[config.mk]
export PLATFORM = sky130hd
export DESIGN_NAME = rv_core
export DESIGN_NICKNAME = d
export VERILOG_FILES = /design/src/common/rv_pkg.sv /design/src/common/dmem_if.sv /design/src/core/decode.sv /design/src/core/execute.sv /design/src/core/mem_access.sv /design/src/core/regfile.sv /design/src/hw/pipe_reg.sv /design/src/hw/rv_core.sv
export VERILOG_INCLUDE_DIRS = /design/src /design/src/common
export SDC_FILE = /design/constraint.sdc
export NUM_CORES = 2
export LEC_CHECK = 0
export ABC_CLOCK_PERIOD_IN_PS = 12120
export BUFFER_PORTS_ARGS = -buffer_cell sky130_fd_sc_hd__buf_2
export CORE_MARGIN = 10
export CORE_UTILIZATION = 35
export CTS_CLUSTER_DIAMETER = 40
export CTS_CLUSTER_SIZE = 25
export DETAILED_ROUTE_END_ITERATION = 10
export GPL_TIMING_DRIVEN = 1
export PLACE_DENSITY_LB_ADDON = 0.25
export SYNTH_ARGS = -nofsm -noshare
export SYNTH_HDL_FRONTEND = slang
export SYNTH_HIERARCHICAL = 1
export SYNTH_SLANG_ARGS = --single-unit
[constraint.sdc]
create_clock -name clk -period 12.12 [get_ports clk]
set_clock_uncertainty 0.1 [all_clocks]
set_input_delay 2.424 -clock clk [delete_from_list [all_inputs] [get_ports clk]]
set_output_delay 2.424 -clock clk [all_outputs]
set_load 0.005 [all_outputs]
[src/common/rv_consts.svh]
`ifndef RV_CONSTS_SVH
`define RV_CONSTS_SVH

`define RESET_PC 32'h0001_0000

// RV32I major opcodes
`define OPC_OP     7'b0110011
`define OPC_OP_IMM 7'b0010011
`define OPC_LUI    7'b0110111
`define OPC_LOAD   7'b0000011
`define OPC_STORE  7'b0100011

`define NUM_REGS 32

`endif

[src/common/rv_pkg.sv]
`default_nettype none

package rv_pkg;

    typedef logic [31:0] word_t;
    typedef logic [4:0]  reg_addr_t;
    typedef logic [6:0]  opcode_t;
    typedef logic [2:0]  funct3_t;
    typedef logic [6:0]  funct7_t;

    typedef enum logic [3:0] {
        ALU_ADD,
        ALU_SUB,
        ALU_SLL,
        ALU_SLT,
        ALU_SLTU,
        ALU_XOR,
        ALU_SRL,
        ALU_SRA,
        ALU_OR,
        ALU_AND,
        ALU_PASS_B  // LUI
    } alu_op_e;

    typedef struct packed {
        word_t pc;
        word_t instr;
    } if_id_t;

    typedef struct packed {
        word_t     pc;
        word_t     op_a;
        word_t     op_b;
        word_t     store_data;
        reg_addr_t rd;
        alu_op_e   alu_op;
        logic      is_load;
        logic      is_store;
        logic      writes_rd;
    } id_ex_t;

    typedef struct packed {
        word_t     result;  // Also the address of a load or store
        word_t     store_data;
        reg_addr_t rd;
        logic      is_load;
        logic      is_store;
        logic      writes_rd;
    } ex_mem_t;

    typedef struct packed {
        word_t     result;
        reg_addr_t rd;
        logic      writes_rd;
    } mem_wb_t;

endpackage

`default_nettype wire

[src/common/dmem_if.sv]
`timescale 1ns/1ns
`default_nettype none

interface dmem_if ();
    import rv_pkg::*;

    logic  req;
    logic  write;
    word_t addr;
    word_t wdata;
    word_t rdata;
    logic  ack;  // Completes the access in the same cycle

    modport master (output req, write, addr, wdata, input rdata, ack);
    modport slave (input req, write, addr, wdata, output rdata, ack);

endinterface

`default_nettype wire

[src/core/decode.sv]
`timescale 1ns/1ns
`default_nettype none
`include "rv_consts.svh"

module decode (
    input  rv_pkg::word_t     instr,
    input  rv_pkg::word_t     pc,
    input  logic              valid,
    output rv_pkg::reg_addr_t rs1,
    output rv_pkg::reg_addr_t rs2,
    input  rv_pkg::word_t     rs1_data,
    input  rv_pkg::word_t     rs2_data,
    input  rv_pkg::reg_addr_t ex_rd,
    input  logic              ex_writes,
    input  rv_pkg::reg_addr_t mem_rd,
    input  logic              mem_writes,
    output logic              hazard_stall,
    output rv_pkg::id_ex_t    payload
);
    import rv_pkg::*;

    opcode_t opcode;
    funct3_t funct3;
    funct7_t funct7;
    word_t   imm_i, imm_s, imm_u;
    logic    is_op, is_op_imm, is_lui, is_load, is_store;
    logic    use_rs1, use_rs2;
    alu_op_e alu_op;

    assign opcode = instr[6:0];
    assign funct3 = instr[14:12];
    assign funct7 = instr[31:25];
    assign rs1    = instr[19:15];
    assign rs2    = instr[24:20];

    assign imm_i = {{20{instr[31]}}, instr[31:20]};
    assign imm_s = {{20{instr[31]}}, instr[31:25], instr[11:7]};
    assign imm_u = {instr[31:12], 12'b0};

    assign is_op     = opcode == `OPC_OP;
    assign is_op_imm = opcode == `OPC_OP_IMM;
    assign is_lui    = opcode == `OPC_LUI;
    assign is_load   = opcode == `OPC_LOAD && funct3 == 3'b010;   // LW only
    assign is_store  = opcode == `OPC_STORE && funct3 == 3'b010;  // SW only

    assign use_rs1 = is_op || is_op_imm || is_load || is_store;
    assign use_rs2 = is_op || is_store;

    always_comb begin
        alu_op = ALU_ADD;  // Loads and stores add base and offset
        if (is_lui) begin
            alu_op = ALU_PASS_B;
        end else if (is_op || is_op_imm) begin
            case (funct3)
                3'b000:  alu_op = (is_op && funct7[5]) ? ALU_SUB : ALU_ADD;
                3'b001:  alu_op = ALU_SLL;
                3'b010:  alu_op = ALU_SLT;
                3'b011:  alu_op = ALU_SLTU;
                3'b100:  alu_op = ALU_XOR;
                3'b101:  alu_op = funct7[5] ? ALU_SRA : ALU_SRL;
                3'b110:  alu_op = ALU_OR;
                default: alu_op = ALU_AND;
            endcase
        end
    end

    // Source waits while an older writer sits in execute or memory
    function automatic logic src_hit(reg_addr_t src, logic used, reg_addr_t dst, logic writes);
        return used && src != '0 && writes && src == dst;
    endfunction

    assign hazard_stall = valid && (
        src_hit(rs1, use_rs1, ex_rd, ex_writes) || src_hit(rs1, use_rs1, mem_rd, mem_writes) ||
        src_hit(rs2, use_rs2, ex_rd, ex_writes) || src_hit(rs2, use_rs2, mem_rd, mem_writes));

    always_comb begin
        payload.pc         = pc;
        payload.op_a       = rs1_data;
        payload.op_b       = is_op ? rs2_data : is_store ? imm_s : is_lui ? imm_u : imm_i;
        payload.store_data = rs2_data;
        payload.rd         = instr[11:7];
        payload.alu_op     = alu_op;
        payload.is_load    = is_load;
        payload.is_store   = is_store;
        payload.writes_rd  = is_op || is_op_imm || is_lui || is_load;  // Others are no-ops
    end

endmodule

`default_nettype wire

[src/core/execute.sv]
`timescale 1ns/1ns
`default_nettype none

module execute (
    input  rv_pkg::id_ex_t  in_data,
    output rv_pkg::ex_mem_t out_data
);
    import rv_pkg::*;

    word_t      a, b;
    logic [4:0] shamt;
    word_t      alu_out;

    assign a     = in_data.op_a;
    assign b     = in_data.op_b;
    assign shamt = b[4:0];

    // For loads and stores decode selects ALU_ADD, giving base plus offset
    always_comb begin
        case (in_data.alu_op)
            ALU_ADD:    alu_out = a + b;
            ALU_SUB:    alu_out = a - b;
            ALU_SLL:    alu_out = a << shamt;
            ALU_SLT:    alu_out = {31'b0, $signed(a) < $signed(b)};
            ALU_SLTU:   alu_out = {31'b0, a < b};
            ALU_XOR:    alu_out = a ^ b;
            ALU_SRL:    alu_out = a >> shamt;
            ALU_SRA:    alu_out = $signed(a) >>> shamt;
            ALU_OR:     alu_out = a | b;
            ALU_AND:    alu_out = a & b;
            ALU_PASS_B: alu_out = b;
            default:    alu_out = '0;
        endcase
    end

    always_comb begin
        out_data.result     = alu_out;
        out_data.store_data = in_data.store_data;
        out_data.rd         = in_data.rd;
        out_data.is_load    = in_data.is_load;
        out_data.is_store   = in_data.is_store;
        out_data.writes_rd  = in_data.writes_rd;
    end

endmodule

`default_nettype wire

[src/core/mem_access.sv]
`timescale 1ns/1ns
`default_nettype none

module mem_access (
    input  logic            clk,
    input  logic            rst,
    input  logic            valid,
    input  rv_pkg::ex_mem_t in_data,
    dmem_if.master          dmem,
    output logic            mem_stall,
    output rv_pkg::mem_wb_t out_data
);
    import rv_pkg::*;

    logic access;

    assign access = valid && (in_data.is_load || in_data.is_store);

    // The EX/MEM register holds while stalled, keeping the request stable
    assign dmem.req   = access;
    assign dmem.write = valid && in_data.is_store;
    assign dmem.addr  = in_data.result;
    assign dmem.wdata = in_data.store_data;

    assign mem_stall = access && !dmem.ack;

    // Load data is taken in the ack cycle, when MEM/WB loads
    always_comb begin
        out_data.result    = in_data.is_load ? dmem.rdata : in_data.result;
        out_data.rd        = in_data.rd;
        out_data.writes_rd = in_data.writes_rd;
    end

    req_stable: assert property (@(posedge clk) disable iff (rst)
        dmem.req && !dmem.ack |=> dmem.req && $stable(dmem.addr) &&
            $stable(dmem.write) && $stable(dmem.wdata));

endmodule

`default_nettype wire

[src/core/regfile.sv]
`timescale 1ns/1ns
`default_nettype none
`include "rv_consts.svh"

module regfile (
    input  logic              clk,
    input  logic              rst,
    input  rv_pkg::reg_addr_t rs1,
    input  rv_pkg::reg_addr_t rs2,
    output rv_pkg::word_t     rs1_data,
    output rv_pkg::word_t     rs2_data,
    input  logic              we,
    input  rv_pkg::reg_addr_t rd,
    input  rv_pkg::word_t     wd
);
    import rv_pkg::*;

    word_t regs [`NUM_REGS];

    always_ff @(posedge clk) begin
        if (rst) begin
            for (int i = 0; i < `NUM_REGS; i++) begin
                regs[i] <= '0;
            end
        end else if (we && rd != '0) begin  // x0 never written
            regs[rd] <= wd;
        end
    end

    // Write bypass
    assign rs1_data = (rs1 == '0) ? '0 : (we && rd == rs1) ? wd : regs[rs1];
    assign rs2_data = (rs2 == '0) ? '0 : (we && rd == rs2) ? wd : regs[rs2];

endmodule

`default_nettype wire

[src/hw/pipe_reg.sv]
`timescale 1ns/1ns
`default_nettype none

module pipe_reg #(
    parameter type payload_t = logic [31:0]
) (
    input  logic     clk,
    input  logic     rst,
    input  logic     stall,
    input  logic     bubble,
    input  logic     in_valid,
    input  payload_t in_data,
    output logic     out_valid,
    output payload_t out_data
);

    // Stall wins over bubble so a held stage is never lost
    always_ff @(posedge clk) begin
        if (rst) begin
            out_valid <= 1'b0;
        end else if (!stall) begin
            out_valid <= in_valid && !bubble;
        end
    end

    always_ff @(posedge clk) begin
        if (!stall) begin
            out_data <= in_data;
        end
    end

    valid_known: assert property (@(posedge clk) disable iff (rst) !$isunknown(out_valid));

endmodule

`default_nettype wire

[src/hw/rv_core.sv]
`timescale 1ns/1ns
`default_nettype none
`include "rv_consts.svh"

module rv_core (
    input  logic          clk,
    input  logic          rst,

    output rv_pkg::word_t iaddr,
    input  rv_pkg::word_t idata,
    input  logic          iack,

    output logic          dmem_req,
    output logic          dmem_write,
    output rv_pkg::word_t dmem_addr,
    output rv_pkg::word_t dmem_wdata,
    input  rv_pkg::word_t dmem_rdata,
    input  logic          dmem_ack
);
    import rv_pkg::*;

    word_t     pc;
    logic      hazard_stall, mem_stall, front_stall;
    reg_addr_t rs1, rs2;
    word_t     rs1_data, rs2_data;

    if_id_t  if_d, if_q;
    id_ex_t  id_d, id_q;
    ex_mem_t ex_d, ex_q;
    mem_wb_t mem_d, mem_q;
    logic    if_valid, id_valid, ex_valid, mem_valid;

    dmem_if dmem ();

    assign front_stall = mem_stall || hazard_stall;

    // PC holds and iack is ignored while the front end is stalled
    always_ff @(posedge clk) begin
        if (rst) begin
            pc <= `RESET_PC;
        end else if (!front_stall && iack) begin
            pc <= pc + 32'd4;
        end
    end

    assign iaddr = pc;
    assign if_d  = '{pc: pc, instr: idata};

    pipe_reg #(.payload_t(if_id_t)) if_id_reg (
        .clk(clk), .rst(rst), .stall(front_stall), .bubble(1'b0),
        .in_valid(iack), .in_data(if_d), .out_valid(if_valid), .out_data(if_q)
    );

    decode decode_inst (
        .instr(if_q.instr), .pc(if_q.pc), .valid(if_valid),
        .rs1(rs1), .rs2(rs2), .rs1_data(rs1_data), .rs2_data(rs2_data),
        .ex_rd(id_q.rd), .ex_writes(id_valid && id_q.writes_rd),
        .mem_rd(ex_q.rd), .mem_writes(ex_valid && ex_q.writes_rd),
        .hazard_stall(hazard_stall), .payload(id_d)
    );

    pipe_reg #(.payload_t(id_ex_t)) id_ex_reg (
        .clk(clk), .rst(rst), .stall(mem_stall), .bubble(hazard_stall),
        .in_valid(if_valid), .in_data(id_d), .out_valid(id_valid), .out_data(id_q)
    );

    execute execute_inst (.in_data(id_q), .out_data(ex_d));

    pipe_reg #(.payload_t(ex_mem_t)) ex_mem_reg (
        .clk(clk), .rst(rst), .stall(mem_stall), .bubble(1'b0),
        .in_valid(id_valid), .in_data(ex_d), .out_valid(ex_valid), .out_data(ex_q)
    );

    mem_access mem_access_inst (
        .clk(clk), .rst(rst), .valid(ex_valid), .in_data(ex_q),
        .dmem(dmem), .mem_stall(mem_stall), .out_data(mem_d)
    );

    assign dmem_req   = dmem.req;
    assign dmem_write = dmem.write;
    assign dmem_addr  = dmem.addr;
    assign dmem_wdata = dmem.wdata;
    assign dmem.rdata = dmem_rdata;
    assign dmem.ack   = dmem_ack;

    pipe_reg #(.payload_t(mem_wb_t)) mem_wb_reg (
        .clk(clk), .rst(rst), .stall(mem_stall), .bubble(1'b0),
        .in_valid(ex_valid), .in_data(mem_d), .out_valid(mem_valid), .out_data(mem_q)
    );

    // Writeback
    regfile regfile_inst (
        .clk(clk), .rst(rst),
        .rs1(rs1), .rs2(rs2), .rs1_data(rs1_data), .rs2_data(rs2_data),
        .we(mem_valid && mem_q.writes_rd), .rd(mem_q.rd), .wd(mem_q.result)
    );

endmodule

`default_nettype wire

==> Implementation_results.wiki <==
{| class="wikitable"
! Metric !! Value
|-
| # placed instances || 8299
|-
| TritonCTS clock tree || yes
|-
| Synth Area per Inst || 12.98 sq um
|-
| Area occupied by multi-input gates || 32880 sq um
|-
| Final worst path period share || 47.10%
|-
| Total power density per cell area || 166.6 nW/um^2
|-
| Top Ports || 166
|-
| Number of failing setup endpoints in the final timing report || 0
|-
| Area growth from synthesis to final layout || 13.06%
|-
| Highest achievable clock rate || 175.2 MHz
|-
| Worst Hold End || ex_mem_reg/out_data[1]$_DFFE_PN_
|-
| Reported leakage power || 31.66 nW
|-
| Via count of the first global-routing pass || 50290
|-
| Classification of the worst-slack hold path || register to register
|-
| H-tree lvl count || 4
|-
| Number of setup buffers added after CTS || 0
|-
| Fin area || 85520 sq um
|-
| Slew at the pin with the worst max-slew slack || 1.486 ns
|-
| Logic depth of the worst path, buffers included || 10
|-
| Longest Clk Path Bufs || 3
|-
| Final design utilization || 39.81%
|-
| Effective utilization at floorplan || 35.21%
|-
| Worst reg2reg path depth || 10
|-
| Root buffer cell || clkbuf_16
|-
| Max-cap check violation count || 1
|-
| Buf+Inv Stages, Crit Path || 4
|-
| Met2 demand-to-capacity share in global routing || 37.04%
|-
| Max-slew violation count || 1
|-
| Normalized max-slew margin || -1.614%
|-
| Number of stages on the worst hold path || 0
|-
| Die height || 484.9 um
|-
| CTS clock-pin slew for the worst setup and hold paths || 0.06 ns
|-
| Drt first pass iters || 8
|-
| Post-detailed-route DRC marker count || 0
|-
| Post-detailed-routing wire length || 304800 um
|-
| Pin count of the biggest net entering global routing || 102
|-
| Count of nets left with antenna violations after detail routing || 0
|-
| Die footprint || 235100 sq um
|-
| Delay of the slowest critical-path stage || 1.27 ns
|-
| Post-CTS Resized || 0
|-
| Maximum vdd ir drop || 0.1326 mV
|-
| Arrival @ worst endpoint || 6.18 ns
|-
| Top delay family on crit path || buffers and inverters
|-
| Detail-routed net length per standard cell || 34.94 um
|-
| Start-to-end type of the worst setup path || register to register
|-
| Startpoint of the most critical hold path || id_ex_reg/out_data[1]$_DFFE_PN_
|-
| DR iter-0 viols || 7831
|-
| Filler cells || 19980
|-
| Commonest non-fill, non-tap cells in the layout || edfxtp_1 (1274), and2_1 (1005), mux4_2 (445)
|-
| Worst r2r dst || id_ex_reg/out_data[53]$_DFFE_PN_
|-
| Initial antenna violation count || 26
|-
| Yosys warns || 6
|-
| Gpl congestion || 1.015
|-
| Sum of net half-perimeters after detailed placement || 206700 um
|-
| Footprint of the flip-flops and latches || 38940 sq um
|-
| Ratio of routed vias to standard cells || 6.082
|-
| Synthesized instance count || 5829
|-
| Area of the mapped netlist || 75640 sq um
|-
| CP Data Required Time || 12.59 ns
|-
| Clock Latency Late Sink || 0.86 ns
|-
| Run status || finished with violations
|-
| Overall die width || 484.9 um
|-
| Reg-to-reg slack, setup || 6.41 ns
|-
| Number of buffers added to fix hold violations after cts || 0
|-
| Count of vias placed by the detailed router || 53050
|-
| Library cell contributing the largest single delay on the critical path || a2111oi_0
|-
| Startpoint Class || register
|-
| Final hold violation count || 0
|-
| Setup crit end kind || register
|-
| Cell-by-cell listing of the critical path || buf_4 -> buf_4 -> buf_4 -> mux4_2 -> a2111oi_0 -> buf_4 -> a21oi_1 -> a22o_1 -> nand3_1 -> nand2_1
|-
| Final critical delay including setup and external delays || 5.708 ns
|-
| Grt total ovfl || 0
|-
| Final non-filler cell total || 8723
|-
| First-pass GRT wire length || 418500 um
|-
| Global-route met3 utilization || 6.407%
|-
| Total cell area at the placement stage || 77890 sq um
|-
| Inserted Clock Buffers || 221
|-
| IO buf count || 163
|-
| Setup Total Neg Slack || 0 ns
|-
| Row count || 170
|-
| Worst reg2reg path startpoint || if_id_reg/out_data[20]$_DFFE_PN_
|-
| CTS sink count || 1308
|-
| Layout Nets || 5855
|-
| Violated checks || capacitance limit, slew limit
|-
| Met1 capacity usage during global routing || 34.10%
|-
| Overall Global Routing Usage || 24.92%
|-
| Most frequent CP cell || buf_4
|-
| Unrepaired setup endpoints after global routing || no
|-
| Overall power after layout || 14.25 mW
|-
| Maximum fanout along the worst path || 42
|-
| Area of the core region || 214800 sq um
|-
| Layout cell share with drive strength beyond 1 || 22.69%
|-
| Peak-usage layer in the global routing report || met2
|-
| Most common cell after layout, fill and taps aside || edfxtp_1
|}
## final cells by class
| type | instances | area share (%) |
|---|---|---|
| Sequential cell | 1308 | 45.53 |
| Timing Repair Buffer | 321 | 2.431 |
| Inverter | 117 | 0.5179 |
| Clock buffer | 244 | 6.617 |
| Tap cell | 2838 | 4.152 |
| Antenna cell | 7 | 0.02048 |
| Clock inverter | 173 | 2.285 |
| Multi-Input combinational cell | 3715 | 38.45 |
## power breakdown
part,total (mW),switching (mW),internal (mW)
Sequential,5.48,0.238,5.24
Combinational,2.41,1.72,0.697
Clock,6.36,2.45,3.90
## through the flow
step           setup slack (ns)  hold WS (ns)
2_1_floorplan             6.919        0.3303
6_report                  6.412        0.3166
3_3_place_gp              6.300        0.3030
5_1_grt                   6.237        0.3222
4_1_cts                   6.617        0.3171
3_5_place_dp              6.257        0.3045
## worst max-delay path by stage
stage	startpoint	end
6_report	if_id_reg/out_data[20]$_DFFE_PN_	id_ex_reg/out_data[53]$_DFFE_PN_
2_1_floorplan	dmem_ack	id_ex_reg/out_data[0]$_DFFE_PN_
3_3_place_gp	rst	regfile_inst/regs[30][15]$_SDFFCE_PN0P_
4_1_cts	if_id_reg/out_data[20]$_DFFE_PN_	id_ex_reg/out_data[53]$_DFFE_PN_
3_5_place_dp	rst	regfile_inst/regs[30][29]$_SDFFCE_PN0P_
5_1_grt	if_id_reg/out_data[20]$_DFFE_PN_	id_ex_reg/out_data[53]$_DFFE_PN_
## flip-flops by register name (all words and copies together) (netlist names), 30 cells and up
name	cells
mem_wb_reg/out_data	38
if_id_reg/out_data	32
iaddr	30
id_ex_reg/out_data	108
ex_mem_reg/out_data	72
regfile_inst/regs	1024
## layer usage
metal  part of all wire (%)  routed length, um
met5                  0.079                240
met4                    5.4              16590
met3                     11              32430
met2                     43             132100
met1                     40             123400
Power figures use the tool's default switching activity.
